===== config.mk =====
export PLATFORM = sky130hd
export DESIGN_NAME = pio_mailbox
export DESIGN_NICKNAME = d
export VERILOG_FILES = /design/src/source/pio_mem_pkg.sv /design/src/source/pio_mbox_pkg.sv /design/src/source/pio_mailbox.sv
export SDC_FILE = /design/constraint.sdc
export NUM_CORES = 1
export LEC_CHECK = 0
export BUFFER_PORTS_ARGS = -buffer_cell sky130_fd_sc_hd__buf_2
export CAP_MARGIN = 20
export CELL_PAD_IN_SITES_DETAIL_PLACEMENT = 1
export CELL_PAD_IN_SITES_GLOBAL_PLACEMENT = 1
export CORE_MARGIN = 1.5
export CORE_UTILIZATION = 29
export DETAILED_ROUTE_END_ITERATION = 10
export PLACE_DENSITY_LB_ADDON = 0.1
export SYNTH_ARGS = -nofsm -noshare
export SYNTH_HDL_FRONTEND = slang
export SYNTH_SLANG_ARGS = --single-unit

===== constraint.sdc =====
create_clock -name clk -period 1.05 [get_ports clk]
set_input_delay 0.1575 -clock clk [delete_from_list [all_inputs] [get_ports clk]]
set_output_delay 0.1575 -clock clk [all_outputs]
set_load 0.05 [all_outputs]

===== src/source/pio_mem_pkg.sv =====
// Memory geometry only; banks are cut to 1024 words, so address bits 15 to 10 are ignored
`default_nettype none

package pio_mem_pkg;

  // ------------------------------------------------------------
  // Geometry
  // ------------------------------------------------------------
  localparam int bank_count = 8;
  localparam int bank_words = 1024;

  // Bank index sits in the host address above the 64K-word aperture
  localparam int bank_lsb = 16;
  localparam int bank_msb = 18;
  localparam int offset_msb = 9;

  // ------------------------------------------------------------
  // Types
  // ------------------------------------------------------------
  // Data word and PIO-layer address
  typedef logic [31:0] word_t;
  typedef logic [20:0] addr_t;
  // One enable per byte lane
  typedef logic [3:0]  be_t;
  typedef logic [2:0]  bank_sel_t;
  // Word offset inside a shortened bank
  typedef logic [offset_msb:0] offset_t;

endpackage

`default_nettype wire


===== src/source/pio_mbox_pkg.sv =====
// Mailbox layout; upper half belongs to the host, lower half to the engine, count of zero copies nothing
`default_nettype none

package pio_mbox_pkg;

  // Reserved address, compared against address bits 18 to 0
  localparam logic [18:0] mbox_addr = 19'h7fffe;

  // ------------------------------------------------------------
  // Host-owned command half
  // ------------------------------------------------------------
  localparam int start_bit = 31;
  localparam int src_msb = 30;
  localparam int src_lsb = 28;
  localparam int dst_msb = 26;
  localparam int dst_lsb = 24;
  localparam int count_msb = 23;
  localparam int count_lsb = 16;
  localparam int count_w = count_msb - count_lsb + 1;

  // ------------------------------------------------------------
  // Engine-owned status half
  // ------------------------------------------------------------
  localparam int done_bit = 15;
  localparam int sum_msb = 14;
  localparam int sum_lsb = 0;
  localparam int sum_w = sum_msb - sum_lsb + 1;

  typedef logic [15:0] flag_half_t;

endpackage

`default_nettype wire


===== src/source/pio_mailbox.sv =====
// Flag register; a same-cycle engine update overrides the host data on the lower half only
`timescale 1ns/1ps
`default_nettype none

module pio_mailbox
  import pio_mem_pkg::*, pio_mbox_pkg::*;
(
  input  wire logic       clk,
  input  wire logic       rst_n,
  input  wire logic       mbox_we,
  input  wire word_t      mbox_wdata,
  input  wire logic       mbox_rd_hit,
  input  wire word_t      host_rdata,
  input  wire logic       user_flag_we,
  input  wire flag_half_t user_flag_half,
  output word_t           flags,
  output word_t           rd_data
);

  localparam int half_w = $bits(flag_half_t);

  word_t flags_next;

  // ------------------------------------------------------------
  // Update merge
  // ------------------------------------------------------------
  always_comb begin
    flags_next = flags;
    // Host replaces the whole word
    if (mbox_we) begin
      flags_next = mbox_wdata;
    end
    // Engine status then lands on top
    if (user_flag_we) begin
      flags_next[half_w-1:0] = user_flag_half;
    end
  end

  always_ff @(posedge clk or negedge rst_n) begin
    if (!rst_n) begin
      flags <= '0;
    end else begin
      flags <= flags_next;
    end
  end

  // Hit flag already carries the one-cycle read latency
  assign rd_data = mbox_rd_hit ? flags : host_rdata;

endmodule

`default_nettype wire


==> metrics.yaml <==
sta:
  holdWs_ns: 0.0864
  setup_slack_ns: -0.231
  relSlewSlack_pct: 78.3
  period_minus_slack_ns: 1.28
  worst_slew_pin_slew_ns: 0.326
  skew_ns: 0
  finalSetupViolCount: 63
  rsz0062_at_grt: "true"
  fmax_ghz: 0.781
  final_max_slew_viol_count: 0
  hold_viol_final: 0
  finalCritPeriodShare_pct: 122
  setup-tns-final_ns: -9.21
global_routing:
  grt_pass1_vias: 2146
  grtUsageMet2_pct: 36.1
  grt_first_pass_wirelength_um: 10700
  met3_usage_pct: 5.16
  overflow: 0
  busiest_layer: "met2"
  antenna_found_initial: 0
  grt_usage_pct: 19.0
  grt_use_met1_pct: 21.3
  grt_max_degree: 21
placement:
  io_buffer_count: 148
  placed_cells: 373
  routabilityCongestion: 0.665
  dp_hpwl_um: 4410
status:
  violations: "design-rule violations, negative setup slack"
  outcome: "finished, violations left"
logic_synthesis:
  synth_adder_area_share_pct: 0
  yosys-top-cells-count: "mux2_4, dfrtp_1, mux2i_1, nand2_1, o21ai_1"
  yosysSeqAreaShare_pct: 40.8
  synth.distinct_cells: 9
  synth.most_common_cell: "mux2_4"
  synth_top_family_by_area: "multiplexers"
  yosysWarnings: 0
  synth_seq_cells: 32
  synth_edf_count: 0
  avgSynthCellArea_um2: 14.1
  syn_nets: 224
  netlist_instances: 139
  synth-simple-area-share_pct: 3.06
  yosys.area_share.xor_xnor_pct: 0
  dominantRegCellSynth: "dfrtp_1"
  syn-cell-area_mm2: 0.00196
  synth_top_area_share_pct: 40.8
  synth-compound-area-share_pct: 4.08
  yosysTopAreaCell: "dfrtp_1"
  synthMuxAreaShare_pct: 44.2
  synth_area_leaders: "dfrtp_1, mux2_4, mux2i_1"
  async_reset_ff_share_pct: 100
critical_path:
  critPathArrivalTime_ns: 1.12
  crit_slowest_cell: "dfrtp_2"
  crit_path_cell_trace: "mux2_4 > buf_6"
  r2r-end: "flags[18]"
  critPathBufInv: 1
  crit_path_max_fanout: 2
  max_stage_delay_ns: 0.42
  crit_type: "reg -> out"
  rr_worst_depth: 3
  cpLargestDelayFamily: "flip-flops"
  startpoint: "flags[9]"
  required_ns: 0.89
  startpoint_type: "register"
  crit_path_end_kind: "primary output"
  ff2ff_setup_slack_ns: 0.02
  r2r-start: "flags[18]"
power_and_ir_drop:
  p_leak_nw: 1.99
  powerDensity_mw_per_mm2: 1330
  vdd_drop_max_v: 0.000649
  finalPower_mw: 5.13
layout:
  largest_reg_flops: 32
  nNetsFinal: 415
  final_core_util_pct: 59.8
  largest-register: "flags"
  antenna_cells: 0
  reg_top3: "flags (32)"
  instances_no_fill: 408
  synthToLayoutAreaGrowth_pct: 97.0
  layout-drive-gt1-share_pct: 84.6
clock_network:
  cts_buffers: 5
  clockRootBuffer: "clkbuf_8"
  cts_buffer_depth: 2
  clk_latency_ns: 0.27
  clock_sinks: 32
  cts_tree: "done"
  cts_max_level: 2
  path_clk_slew_ns: 0.07
worst_hold_path:
  holdCritStartpoint: "user_flag_half[12]"
  hold_class: "in -> reg"
  hold-path-endpoint: "flags[12]"
  min_path_cells: 3
detailed_routing:
  wl_um: 6570
  postRouteAntennaNets: 0
  drtPass1Iterations: 7
  drt_iter0_drc: 35
  vias: 1868
  drc: 8
  viasPerCell: 4.58
  wl_per_cell_um: 16.1
floorplan:
  initial_core_util_pct: 30.4
  dieWidth_um: 85.2
  num_rows: 29
  io_pins: 149
  die_h_um: 85.2
  core-area_mm2: 0.00646
  die-area_mm2: 0.00726
flow_run:
  cap_violations: 0
## placed cells by master (no fill, tap or decap), drive strengths merged
cell           n
mux2          48
mux2i         16
clkbuf         8
o21ai         16
buf          194
dfrtp         32
nand2         16
dlygate4sd3    1
## per-stage QoR
step | instance area (um2) | setup WS (ns)
after global placement | 2900 | -0.126
final | 3860 | -0.231
after detailed placement | 2900 | -0.144
after global routing | 3860 | -0.258
after CTS | 3820 | -0.241
after floorplan | 2000 | -0.0295
## worst max-delay path by stage
stage / to / slack, ns / cells past startpoint
after floorplan: rd_data[31] / -0.03 / 1
after global placement: rd_data[0] / -0.13 / 4
after detailed placement: rd_data[19] / -0.14 / 4
after CTS: rd_data[19] / -0.24 / 2
after global routing: rd_data[9] / -0.26 / 2
final: rd_data[9] / -0.23 / 2
## worst reg2reg max path: cells and delay by family (launching register included)
family	cells	cell delay [ns]
flops	1	0.42
mux	1	0.26
buf+inv	2	0.24
## report_power, final
group | internal (mW) | leakage, nW | total [mW] | switching, mW
sequential | 1.37 | 0.346 | 1.47 | 0.0954
clock | 0.534 | 0.0455 | 0.971 | 0.436
combinational | 1.30 | 1.59 | 2.69 | 1.39
## layout make-up
class | count | area, um2
clock buffers | 8 | 90.1
multi-input cells | 96 | 1010
repair buffers | 195 | 1820
well taps | 77 | 96.3
flip-flops and latches | 32 | 841
fillers | 684 | 2600
## layer usage
layer	share of wire [%]	vias to the layer above	routed length [um]
met3	7.4	5	486
li1	-	877	-
met5	0	-	0
met2	56	81	3670
met1	36	905	2380
met4	0.53	0	35
## logic make-up (layout without fill, tap and decap cells)
family,after synthesis,count (layout)
AND/OR/NAND/NOR,16,16
AO/OA/AOI/OAI,16,16
flip-flops,32,32
buffers and inverters,11,203
multiplexers,64,64
## repair_timing
action                                 4_1_cts  5_1_grt
pin swaps                                    0        0
endpoints found under the hold margin       12        0
resized for setup                          197       23
hold buffers                                 1        0
setup buffers                               21       26
setup endpoints to repair                   64       65
Power figures use the tool's default switching activity.
