[src/source/pio_mem_pkg.sv]
// Memory geometry only; banks are cut to 1024 words, so address bits 15 to 10 are ignored
`default_nettype none

package pio_mem_pkg;

  // ------------------------------------------------------------
  // Geometry
  // ------------------------------------------------------------
  localparam int bank_count = 8;
  localparam int bank_words = 1024;

  // Bank index sits in the host address above the 64K-word aperture
  localparam int bank_lsb = 16;
  localparam int bank_msb = 18;
  localparam int offset_msb = 9;

  // ------------------------------------------------------------
  // Types
  // ------------------------------------------------------------
  // Data word and PIO-layer address
  typedef logic [31:0] word_t;
  typedef logic [20:0] addr_t;
  // One enable per byte lane
  typedef logic [3:0]  be_t;
  typedef logic [2:0]  bank_sel_t;
  // Word offset inside a shortened bank
  typedef logic [offset_msb:0] offset_t;

endpackage

`default_nettype wire

[src/source/pio_mbox_pkg.sv]
// Mailbox layout; upper half belongs to the host, lower half to the engine, count of zero copies nothing
`default_nettype none

package pio_mbox_pkg;

  // Reserved address, compared against address bits 18 to 0
  localparam logic [18:0] mbox_addr = 19'h7fffe;

  // ------------------------------------------------------------
  // Host-owned command half
  // ------------------------------------------------------------
  localparam int start_bit = 31;
  localparam int src_msb = 30;
  localparam int src_lsb = 28;
  localparam int dst_msb = 26;
  localparam int dst_lsb = 24;
  localparam int count_msb = 23;
  localparam int count_lsb = 16;
  localparam int count_w = count_msb - count_lsb + 1;

  // ------------------------------------------------------------
  // Engine-owned status half
  // ------------------------------------------------------------
  localparam int done_bit = 15;
  localparam int sum_msb = 14;
  localparam int sum_lsb = 0;
  localparam int sum_w = sum_msb - sum_lsb + 1;

  typedef logic [15:0] flag_half_t;

endpackage

`default_nettype wire

[src/source/pio_host_port.sv]
// Host side decode; wr_en must be a one-cycle pulse and stay low for the two busy cycles after it
`timescale 1ns/1ps
`default_nettype none

module pio_host_port
  import pio_mem_pkg::*, pio_mbox_pkg::*;
(
  input  wire logic      clk,
  input  wire logic      rst_n,
  input  wire addr_t     rd_addr,
  input  wire addr_t     wr_addr,
  input  wire be_t       wr_be,
  input  wire word_t     wr_data,
  input  wire logic      wr_en,
  output logic           wr_busy,
  output be_t            host_bank_we [bank_count],
  output bank_sel_t      host_bank_sel,
  output offset_t        host_offset,
  output word_t          host_wdata,
  output logic           mbox_we,
  output word_t          mbox_wdata,
  output logic           mbox_rd_hit
);

  typedef enum logic [1:0] {idle, busy0, busy1} busy_state_t;

  busy_state_t state;
  busy_state_t state_next;
  addr_t       req_addr;
  logic        mbox_hit;

  // ------------------------------------------------------------
  // Address decode
  // ------------------------------------------------------------
  // Write address wins while a write is presented
  assign req_addr = wr_en ? wr_addr : rd_addr;

  assign host_bank_sel = req_addr[bank_msb:bank_lsb];
  // Bits 15 to 10 dropped with the short banks
  assign host_offset   = req_addr[offset_msb:0];
  assign mbox_hit      = (req_addr[18:0] == mbox_addr);

  assign host_wdata = wr_data;
  assign mbox_wdata = wr_data;
  // Mailbox writes never reach memory
  assign mbox_we    = wr_en & mbox_hit;

  always_comb begin
    for (int b = 0; b < bank_count; b++) begin
      host_bank_we[b] = '0;
    end
    // Steer enables to the addressed bank only
    if (wr_en && !mbox_hit) begin
      host_bank_we[host_bank_sel] = wr_be;
    end
  end

  // ------------------------------------------------------------
  // Write-busy sequencer
  // ------------------------------------------------------------
  always_comb begin
    unique case (state)
      idle:    state_next = wr_en ? busy0 : idle;
      busy0:   state_next = busy1;
      busy1:   state_next = idle;
      default: state_next = idle;
    endcase
  end

  // Busy covers the two cycles after the write edge
  assign wr_busy = (state != idle);

  always_ff @(posedge clk or negedge rst_n) begin
    if (!rst_n) begin
      state       <= idle;
      mbox_rd_hit <= 1'b0;
    end else begin
      state       <= state_next;
      // Lines up with the registered bank read
      mbox_rd_hit <= mbox_hit;
    end
  end

  // Host must not issue a write during busy
  a_no_write_while_busy : assert property (
    @(posedge clk) disable iff (!rst_n) wr_busy |-> !wr_en
  ) else $error("host write issued while wr_busy high");

endmodule

`default_nettype wire

[config.mk]
export PLATFORM = sky130hd
export DESIGN_NAME = pio_host_port
export DESIGN_NICKNAME = d
export VERILOG_FILES = /design/src/source/pio_mem_pkg.sv /design/src/source/pio_mbox_pkg.sv /design/src/source/pio_host_port.sv
export SDC_FILE = /design/constraint.sdc
export NUM_CORES = 1
export LEC_CHECK = 0
export BUFFER_PORTS_ARGS = -buffer_cell sky130_fd_sc_hd__buf_2
export CAP_MARGIN = 15
export CORE_ASPECT_RATIO = 0.5
export CORE_UTILIZATION = 25
export CTS_CLUSTER_DIAMETER = 40
export DETAILED_ROUTE_END_ITERATION = 10
export HOLD_SLACK_MARGIN = 0.12
export PLACE_DENSITY_LB_ADDON = 0.08
export SYNTH_ARGS = -nofsm -noshare
export SYNTH_HDL_FRONTEND = slang
export SYNTH_SLANG_ARGS = --single-unit
[constraint.sdc]
create_clock -name clk -period 1.2 [get_ports clk]
set_input_delay 0.12 -clock clk [delete_from_list [all_inputs] [get_ports clk]]
set_output_delay 0.12 -clock clk [all_outputs]
set_load 0.01 [all_outputs]
==> flow_summary.toml <==
[cts]
h-tree-depth = 1
cts_max_path_buffers = 2
clk_latency_ps = 220
cts_made_buffers = 3
cts_tree = "done"
clk_pin_slew_ps = 30
cts.sinks = 3
clock-root-buffer = "clkbuf_8"

[critical_path]
worst-setup-path-type = "primary input to output port"
cp-end-kind = "output port"
max_stage_delay_ps = 350
crit_slowest_cell = "or3_4"
crit_arrival_ps = 1390
cp_common_cell = "buf_6"
crit_required_ps = 1080
crit_buf_inv = 3
worstPathMaxFanout = 5
cp-startpoint = "rd_addr[0]"
cp_cell_sequence = "buf_6 > nand4b_1 > or3_4 > a221oi_4 > buf_6 > nor3b_1 > buf_2"
rrSetupSlack_ps = 380
reg2reg_depth = 2
cp_num_cells = 7
crit_end = "host_bank_we[1]"
setup.worst_path.start_class = "primary input"
path_delay_family = "simple AND/OR/NAND/NOR gates"
reg2reg_to = "state[0]$_DFF_PN0_"
rr_startpoint = "state[1]$_DFF_PN0_"

[logic_synthesis]
ys_seq_elements = 3
synth_top_area_cell = "buf_4"
yosys-top-cells-area = "buf_4 (43%), nor2_1 (10%), mux2_2 (10%)"
synth_nets = 239
synthesis.area_mm2 = 0.00112
yosysTopAreaCellShare = 0.434
synthArstFlopShare = 1.00
synth_cell_types = 26
synth_edf_count = 0
ys_warn_count = 0
syn_area_per_cell_um2 = 7.12
synthFlopType = "dfrtp_1"
ys_seq_area_frac = 0.0667
syn_inst = 158

[sta]
tightest_slew_ps = 336
fmax_mhz = 661
skew_ps = 2.94
hold_viol_final = 0
slew_headroom = 0.776
setup_ws_ps = -313
setup_tns_ps = -3210
rsz0062_at_grt = "yes"
finalMaxSlewViolations = 0
fin_crit_ps = 1510
setup_violations = 32
finalCritPeriodShare = 1.26

[place]
dp_slack_ps = -419
dp_hpwl_um = 3260
place.gp.congestion = 0.700
port_buffers = 92
place_inst = 258
placed_cell_area_mm2 = 0.00134

[global_routing]
grt_max_degree = 9
grt_pass1_vias = 1178
antenna_found_initial = 0
groute.usage.overall = 0.161
grt_pass1_wl_um = 6190
gr-total-overflow = 0

[detailed_routing]
first_pass_iters = 4
wl_per_cell_um = 14.5
num_vias = 1233
routed_wl_um = 3980
viasPerCell = 4.50
drt-initial-drc-count = 18
drc = 0
antenna_left = 0

[cells_and_area]
nets = 302
n_antenna_cell = 0
utilization = 0.422
final_cells = 274
drive_gt1_frac = 0.809
syn_to_final_growth_pct = 53.8
finalInstanceArea_mm2 = 0.00173

[die]
ios = 193
core_area_mm2 = 0.00410
fp-row-count = 16
fp.dieW_um = 96.9
start_util = 0.274
die_h_um = 49.4
dieArea_mm2 = 0.00479

[pwr]
leakagePower_nw = 0.897
comb_power_share = 0.559
power_frac_seq = 0.121
p_int_w = 0.000623
swShare = 0.343
power_density_mw_per_mm2 = 547
p_switching_w = 0.000325
clock_power_share = 0.321
irDropWorstVdd_mv = 0.191

[run_status]
status = "finished, violations left"
violations = "setup timing"

[flow_run]
cap_violations = 0

[worst_hold_path]
min_path_type = "primary input to async pin"
cells in the mapped netlist, types with 2 or more instances:
cell,count
nand4_1,3
mux2_2,10
nand3_1,8
nand2_1,6
or3_4,2
and3_1,3
dfrtp_1,3
buf_4,65
nor3b_1,4
a21oi_1,2
nor2_1,31
nand4b_1,2
or2_2,4
inv_1,3
layer usage:
layer	up-vias	track usage	routed length (µm)	part of all wire
met5	-	0	0	0
met4	0	0.0522	43	0.011
met3	8	0.0587	385	0.097
met2	79	0.293	2030	0.51
met1	563	0.174	1530	0.38
li1	583	-	-	-
area by class of cell:
cell class	instances	area, µm²
Tap cell	54	67.6
Clock buffer	4	45.0
Timing Repair Buffer	125	823
Inverter	3	11.3
Sequential cell	3	75.1
Fill cell	446	2370
Multi-Input combinational cell	85	708
layout by cell type, fill, tap and decap left out, drive strengths merged:
| master | Yosys | final |
|---|---|---|
| nor2b | 1 | 1 |
| clkbuf | 0 | 4 |
| mux2i | 1 | 1 |
| mux2 | 11 | 11 |
| a32oi | 1 | 1 |
| buf | 67 | 124 |
| a21o | 1 | 1 |
| dfrtp | 3 | 3 |
| inv | 3 | 3 |
| o22a | 1 | 1 |
| nand3 | 8 | 8 |
| and2 | 1 | 1 |
| nand4 | 3 | 3 |
| nor2 | 31 | 31 |
| a21oi | 2 | 2 |
| or2 | 4 | 4 |
| nand2b | 1 | 1 |
| nand4b | 2 | 2 |
| or3 | 2 | 2 |
| nand2 | 6 | 6 |
| nor3b | 4 | 4 |
| nor3 | 1 | 1 |
| and3 | 3 | 3 |
| a221oi | 1 | 1 |
| dlygate4sd3 | 0 | 1 |
worst register-to-register path: stages (launching register included):
cell and delay [ps]:
dfrtp_1 370, or2_2 310, nor2_1 80
worst min path at each step:
stage / from / endpoint / slack, ps
global route: wr_data[25] / host_wdata[25] / 240
CTS: rst_n / mbox_rd_hit$_DFF_PN0_ / 230
floorplan: rst_n / mbox_rd_hit$_DFF_PN0_ / -180
finish: rst_n / mbox_rd_hit$_DFF_PN0_ / 230
detailed placement: rst_n / mbox_rd_hit$_DFF_PN0_ / -70
global placement: rst_n / mbox_rd_hit$_DFF_PN0_ / -70
cell families (layout without fill, tap and decap cells):
group           Yosys count  in the layout  share of synthesized area
compound gates            6              6                     0.0545
mux                      12             12                      0.122
simple gates             67             67                      0.298
buf+inv                  70            132                      0.458
flops                     3              3                     0.0667
registers in the layout (all words and copies together), names as in the netlist:
signal	flops
mbox_rd_hit	1
state	2
metrics by stage:
stage                     power [W]  hold slack, ps
after global placement     0.000520           -71.2
after floorplan            0.000515            -176
after CTS                  0.000924             226
after global routing        0.00100             240
final                      0.000947             234
after detailed placement   0.000519           -72.7
power by group through the flow:
| stage | logic, W | clock network, W | registers, W |
|---|---|---|---|
| after global placement | 0.000405 | 0 | 0.000114 |
| after CTS | 0.000497 | 0.000312 | 0.000114 |
| after detailed placement | 0.000405 | 0 | 0.000115 |
| after global routing | 0.000569 | 0.000315 | 0.000115 |
| final | 0.000529 | 0.000304 | 0.000114 |
| after floorplan | 0.000401 | 0 | 0.000114 |
timing repair:
action / 4_1_cts / 5_1_grt
endpoints found under the hold margin: 3 / 0
gates resized for setup: 35 / 31
setup endpoints to repair: 35 / 35
pin swaps: 21 / 19
hold buffers: 1 / 0
setup buffers: 10 / 3
No activity file was read; power rests on OpenSTA's default activity.
