<file path="config.mk">
export PLATFORM = sky130hd
export DESIGN_NAME = pio_user_engine
export DESIGN_NICKNAME = d
export VERILOG_FILES = /design/src/source/pio_mem_pkg.sv /design/src/source/pio_mbox_pkg.sv /design/src/source/pio_user_engine.sv
export SDC_FILE = /design/constraint.sdc
export NUM_CORES = 1
export LEC_CHECK = 0
export BUFFER_PORTS_ARGS = -buffer_cell sky130_fd_sc_hd__buf_2
export CAP_MARGIN = 20
export CORE_MARGIN = 1
export CORE_UTILIZATION = 40
export DETAILED_ROUTE_END_ITERATION = 8
export PLACE_DENSITY_LB_ADDON = 0.2
export SYNTH_ARGS = -nofsm -noshare
export SYNTH_HDL_FRONTEND = slang
export SYNTH_SLANG_ARGS = --single-unit
</file>
<file path="constraint.sdc">
create_clock -name clk -period 5.6 [get_ports clk]
set_clock_uncertainty 0.2 [all_clocks]
set_input_delay 0.84 -clock clk [delete_from_list [all_inputs] [get_ports clk]]
set_output_delay 0.84 -clock clk [all_outputs]
set_load 0.1 [all_outputs]
</file>
<file path="src/source/pio_mem_pkg.sv">
// Memory geometry only; banks are cut to 1024 words, so address bits 15 to 10 are ignored
`default_nettype none

package pio_mem_pkg;

  // ------------------------------------------------------------
  // Geometry
  // ------------------------------------------------------------
  localparam int bank_count = 8;
  localparam int bank_words = 1024;

  // Bank index sits in the host address above the 64K-word aperture
  localparam int bank_lsb = 16;
  localparam int bank_msb = 18;
  localparam int offset_msb = 9;

  // ------------------------------------------------------------
  // Types
  // ------------------------------------------------------------
  // Data word and PIO-layer address
  typedef logic [31:0] word_t;
  typedef logic [20:0] addr_t;
  // One enable per byte lane
  typedef logic [3:0]  be_t;
  typedef logic [2:0]  bank_sel_t;
  // Word offset inside a shortened bank
  typedef logic [offset_msb:0] offset_t;

endpackage

`default_nettype wire

</file>
<file path="src/source/pio_mbox_pkg.sv">
// Mailbox layout; upper half belongs to the host, lower half to the engine, count of zero copies nothing
`default_nettype none

package pio_mbox_pkg;

  // Reserved address, compared against address bits 18 to 0
  localparam logic [18:0] mbox_addr = 19'h7fffe;

  // ------------------------------------------------------------
  // Host-owned command half
  // ------------------------------------------------------------
  localparam int start_bit = 31;
  localparam int src_msb = 30;
  localparam int src_lsb = 28;
  localparam int dst_msb = 26;
  localparam int dst_lsb = 24;
  localparam int count_msb = 23;
  localparam int count_lsb = 16;
  localparam int count_w = count_msb - count_lsb + 1;

  // ------------------------------------------------------------
  // Engine-owned status half
  // ------------------------------------------------------------
  localparam int done_bit = 15;
  localparam int sum_msb = 14;
  localparam int sum_lsb = 0;
  localparam int sum_w = sum_msb - sum_lsb + 1;

  typedef logic [15:0] flag_half_t;

endpackage

`default_nettype wire

</file>
<file path="src/source/pio_user_engine.sv">
// Copy engine; a new command needs start_bit to go low and high again, and is ignored while busy
`timescale 1ns/1ps
`default_nettype none

module pio_user_engine
  import pio_mem_pkg::*, pio_mbox_pkg::*;
(
  input  wire logic  clk,
  input  wire logic  rst_n,
  input  wire word_t flags,
  output bank_sel_t  user_bank_sel,
  output offset_t    user_offset,
  output logic       user_we,
  output word_t      user_wdata,
  input  wire word_t user_rdata,
  output logic       user_flag_we,
  output flag_half_t user_flag_half
);

  typedef enum logic [1:0] {eng_idle, eng_clear, eng_copy, eng_done} eng_state_t;

  eng_state_t         state;
  logic               start_q;
  logic               start_rise;
  bank_sel_t          src_bank;
  bank_sel_t          dst_bank;
  logic [count_w-1:0] count;
  logic [count_w-1:0] rd_idx;
  logic [count_w-1:0] wr_idx;
  word_t              hold;
  logic               hold_valid;
  logic               rd_pend;
  logic [sum_w-1:0]   sum;
  logic               do_read;
  logic               do_write;
  logic               copy_end;

  // ------------------------------------------------------------
  // Port schedule
  // ------------------------------------------------------------
  assign start_rise = flags[start_bit] & ~start_q;

  // A held word always goes out before the next read
  assign do_write = (state == eng_copy) && hold_valid;
  assign do_read  = (state == eng_copy) && !hold_valid && (rd_idx != count);
  // All written, nothing held, nothing returning from the bank
  assign copy_end = (wr_idx == count) && !hold_valid && !rd_pend;

  assign user_we       = do_write;
  assign user_bank_sel = do_write ? dst_bank : src_bank;
  // Same offset on both sides of the copy
  assign user_offset   = offset_t'(do_write ? wr_idx : rd_idx);
  // Byte reversal on the way out
  assign user_wdata    = {hold[7:0], hold[15:8], hold[23:16], hold[31:24]};

  // Status writes: clear at start, done plus sum at end
  assign user_flag_we = (state == eng_clear) || (state == eng_done);

  always_comb begin
    user_flag_half = '0;
    if (state == eng_done) begin
      user_flag_half[done_bit]        = 1'b1;
      user_flag_half[sum_msb:sum_lsb] = sum;
    end
  end

  // ------------------------------------------------------------
  // Sequencer
  // ------------------------------------------------------------
  always_ff @(posedge clk or negedge rst_n) begin
    if (!rst_n) begin
      state      <= eng_idle;
      start_q    <= 1'b0;
      src_bank   <= '0;
      dst_bank   <= '0;
      count      <= '0;
      rd_idx     <= '0;
      wr_idx     <= '0;
      hold_valid <= 1'b0;
      rd_pend    <= 1'b0;
      sum        <= '0;
    end else begin
      start_q <= flags[start_bit];
      // Bank data shows up one cycle after the read
      rd_pend <= do_read;
      case (state)
        eng_idle: begin
          if (start_rise) begin
            src_bank <= flags[src_msb:src_lsb];
            dst_bank <= flags[dst_msb:dst_lsb];
            count    <= flags[count_msb:count_lsb];
            state    <= eng_clear;
          end
        end
        eng_clear: begin
          rd_idx     <= '0;
          wr_idx     <= '0;
          hold_valid <= 1'b0;
          sum        <= '0;
          state      <= eng_copy;
        end
        eng_copy: begin
          if (do_read) begin
            rd_idx <= rd_idx + 1'b1;
          end
          if (do_write) begin
            wr_idx <= wr_idx + 1'b1;
          end
          // Sum taken from the source word as it arrives
          if (rd_pend) begin
            sum <= sum + user_rdata[sum_w-1:0];
          end
          // Second word may land while the first is written
          hold_valid <= rd_pend | (hold_valid & ~do_write);
          if (copy_end) begin
            state <= eng_done;
          end
        end
        eng_done: state <= eng_idle;
        default:  state <= eng_idle;
      endcase
    end
  end

  // Word capture register
  always_ff @(posedge clk) begin
    if (rd_pend) begin
      hold <= user_rdata;
    end
  end

  // Clear and done writes never land back to back
  a_flag_we_gap : assert property (
    @(posedge clk) disable iff (!rst_n) user_flag_we |=> !user_flag_we
  ) else $error("user_flag_we high on consecutive cycles");

endmodule

`default_nettype wire

</file>
==> impl_results.md <==
- Period utilisation layout: ~70%
- Crit Path Max Fanout: 18
- Final Hold Vio Count: 0
- NumNets Final: 566
- Total CTS buffers: 9
- DR WL/cell: 14.04 um
- Num rows: 36
- Most frequent cell after synthesis: nand2_1
- Max stage delay on crit path: 0.62 ns
- Hpwl dp: between 6000 and 7000 um
- Die height: slightly above 100 um
- Power density over the cells: 570.7 mW/mm2
- Max Cap Viol: 0
- Most frequent cells after synthesis: 59 x nand2_1, 50 x dfrtp_1, 32 x edfxtp_1
- DR DRC count: 0
- Area Growth Syn to Fin: 20.93%
- WP buf/inv: 3
- Sw power: 1.475 mW
- Worst VDD drop: roughly 0.27 mV
- Number of synthesized flops with an enable pin: 32
- Fmax: 254.4 MHz
- DRT Pass-1 Iters: 6
- Post CTS Setup Buffer Count: 0
- Post-CTS sizing: 0
- Hold Path Class: register to register
- Hold_buf cts: 0
- CP endpoint kind: output pin
- Static leakage: 2.364 nW
- Number of synthesized register bits: 82
- Min Hold Slack: approximately 0.31 ns
- DRT iter0 DRCs: 112
- Synth top area share: approximately 30%
- H-Tree Depth: 3
- Worst-path clk slew: around 0.090 ns
- Clock power frac: 14.2%
- Combinational Power Share: between 50% and 60%
- Final Critical Period: 3.930 ns
- CP required: 4.56 ns
- Drt total wl: 8647 um
- Average size of a mapped cell: about 11 um2
- Cells after synthesis: 367
- Seq/Total Area, Yosys: 54.18%
- Status: complete, no violations
- Overflow after GRT: 0
- Setup TNS: 0 ns
- Syn Std Cell Area: about 0.0041 mm2
- Switch share: between 50% and 60%
- Routed vias: 3088
- Sink Count: 82
- Top delay family on crit path: buffers and inverters
- Overall power of the completed layout: 2.818 mW
- Core region area: between 0.009 and 0.01 mm2
- Sequential power share: 33.1%
- Port bufs: 109
- Yosys cell types: 47
- Clk_lat worst skew: 0.35 ns
- Vias per std cell: 5.013
- # setup viols final: 0
- Area leader, netlist: dfrtp_1
- Worst relative slew slack: 34.90%
- Max Root-Sink Buffers: 2
- Ranking of synthesized cells by area: dfrtp_1 31%, edfxtp_1 24%, ha_1 6.4%
- Ys flop type: dfrtp_1
- Max Slew Vio Count: 0
- Largest net degree at the start of global routing: between 50 and 60
- Starting Density: 41.58%
- RSZ-0062 raised after global routing: no
- CP most frequent cell: nand2_1
- CTS tree: built
- Ratio of cells with drive above 1 in the final layout: 30.23%
- Power Internal: 1.343 mW
- Least-Margin Pin Slew: 0.9729 ns
- Crit path cell chain: inv_1 -> ha_1 -> nand2_1 -> clkinv_1 -> nand2_1 -> nand2_1 -> buf_2
- Gr usage total: 17.19%
- Async SR Flop Fraction: 60.98%
- Yosys Warn Count: 0
- Die width: 103.0 um
- Clk Tree Root Cell: clkbuf_8
- # diodes: 0
- Crit path DAT: approximately 2.9 ns
- Vias in the first global route: 2822
- Final ANT Viol Nets: 0
- Setup CP Type: register to output pin
- Antenna violations before repair: 0
- GPL Wtd Cong: 0.8755
- Startpoint Class: register
- First-pass GRT wire length: 13760 um
- Crit-path slowest cell: clkinv_1
- Die area: 0.01062 mm2
- I/O pin count: 129
## placed cells by master (no fill, tap or decap), drive strengths merged, types with 2 or more instances in the layout
cell,Yosys,layout
a211oi,5,5
a21boi,2,2
a21o,4,4
a21oi,13,13
a22o,3,3
and2,17,17
and3,4,4
buf,4,111
clkbuf,8,11
clkinv,1,4
conb,1,2
dfrtp,50,50
edfxtp,32,32
ha,21,21
inv,4,5
mux2,16,16
nand2,59,59
nand2b,3,3
nand3,7,7
nand4,11,11
nor2,18,18
nor4,3,3
o21a,3,3
o21ai,30,30
o31ai,3,3
or3,2,2
xnor2,10,10
xor2,22,22
## per-stage QoR
step | setup WS, ns | cells | cell area (um2) | utilization (%)
final | 1.670 | 616 | 4937 | 50.28
after floorplan | 2.085 | 368 | 4086 | -
after global placement | 2.112 | 600 | 4757 | 48.45
after global routing | 1.349 | 616 | 4937 | 50.28
after detailed placement | 2.067 | 600 | 4757 | 48.45
after CTS | 1.684 | 616 | 4937 | 50.28
## registers in the layout, indices dropped and copies added (netlist names), 2 cells and up
register / count
dst_bank: 3
wr_idx: 8
sum: 15
rd_idx: 8
src_bank: 3
state: 2
count: 8
hold: 32
## tightest hold or removal path, stage by stage (launching register included)
cell	delay, ns
dfrtp_1	0.37
nand2_1	0.05
o21ai_0	0.06
## cells by family after synthesis
group	synth area share (%)
flip-flops	54.18
AND/OR/NAND/NOR	14.65
multiplexers	4.658
other	0.09185
adder cells (fa/ha/maj)	6.926
XOR/XNOR	6.865
AO/OA/AOI/OAI	10.79
buffers and inverters	1.839
## metal layers
layer  vias to the layer above  global-route usage (%)  wire length, um
li1                       1528                       -                -
met5                         -                       0                0
met2                       108                   27.44             3954
met3                         7                   4.881              558
met1                      1445                   22.47             4062
met4                         0                   5.850               72
## path summary, 6_finish.rpt
| path | cells past startpoint | end | startpoint | slack, ns |
|---|---|---|---|---|
| setup / recovery | 7 | user_offset[7] | state[0] | 1.67 |
| hold / removal | 2 | sum[11] | sum[11] | 0.31 |
| setup reg to reg | 7 | wr_idx[6] | state[0] | 2.59 |
| hold reg to reg | 2 | sum[11] | sum[11] | 0.31 |
| max in group asynchronous | 2 | sum[1] | rst_n | 4.35 |
| min in group asynchronous | 2 | sum[11] | rst_n | 0.40 |
## area by class of cell
| cell class | count | area (um2) |
|---|---|---|
| clock inverter | 5 | 27.53 |
| tap | 133 | 166.4 |
| multi-input combinational | 269 | 1799 |
| inverter | 5 | 18.77 |
| fill | 931 | 4882 |
| clock buffer | 11 | 152.6 |
| sequential | 82 | 2212 |
| timing repair buffer | 111 | 560.5 |
## power groups by stage
stage	clock network, mW	logic (mW)	registers (mW)
after global routing	0.437	1.59	0.956
after floorplan	0	0.885	1.29
after detailed placement	0	1.49	0.946
after global placement	0	1.47	0.936
final	0.400	1.49	0.932
after CTS	0.412	1.50	0.933
Note: power is estimated with default switching activity, not from simulation.
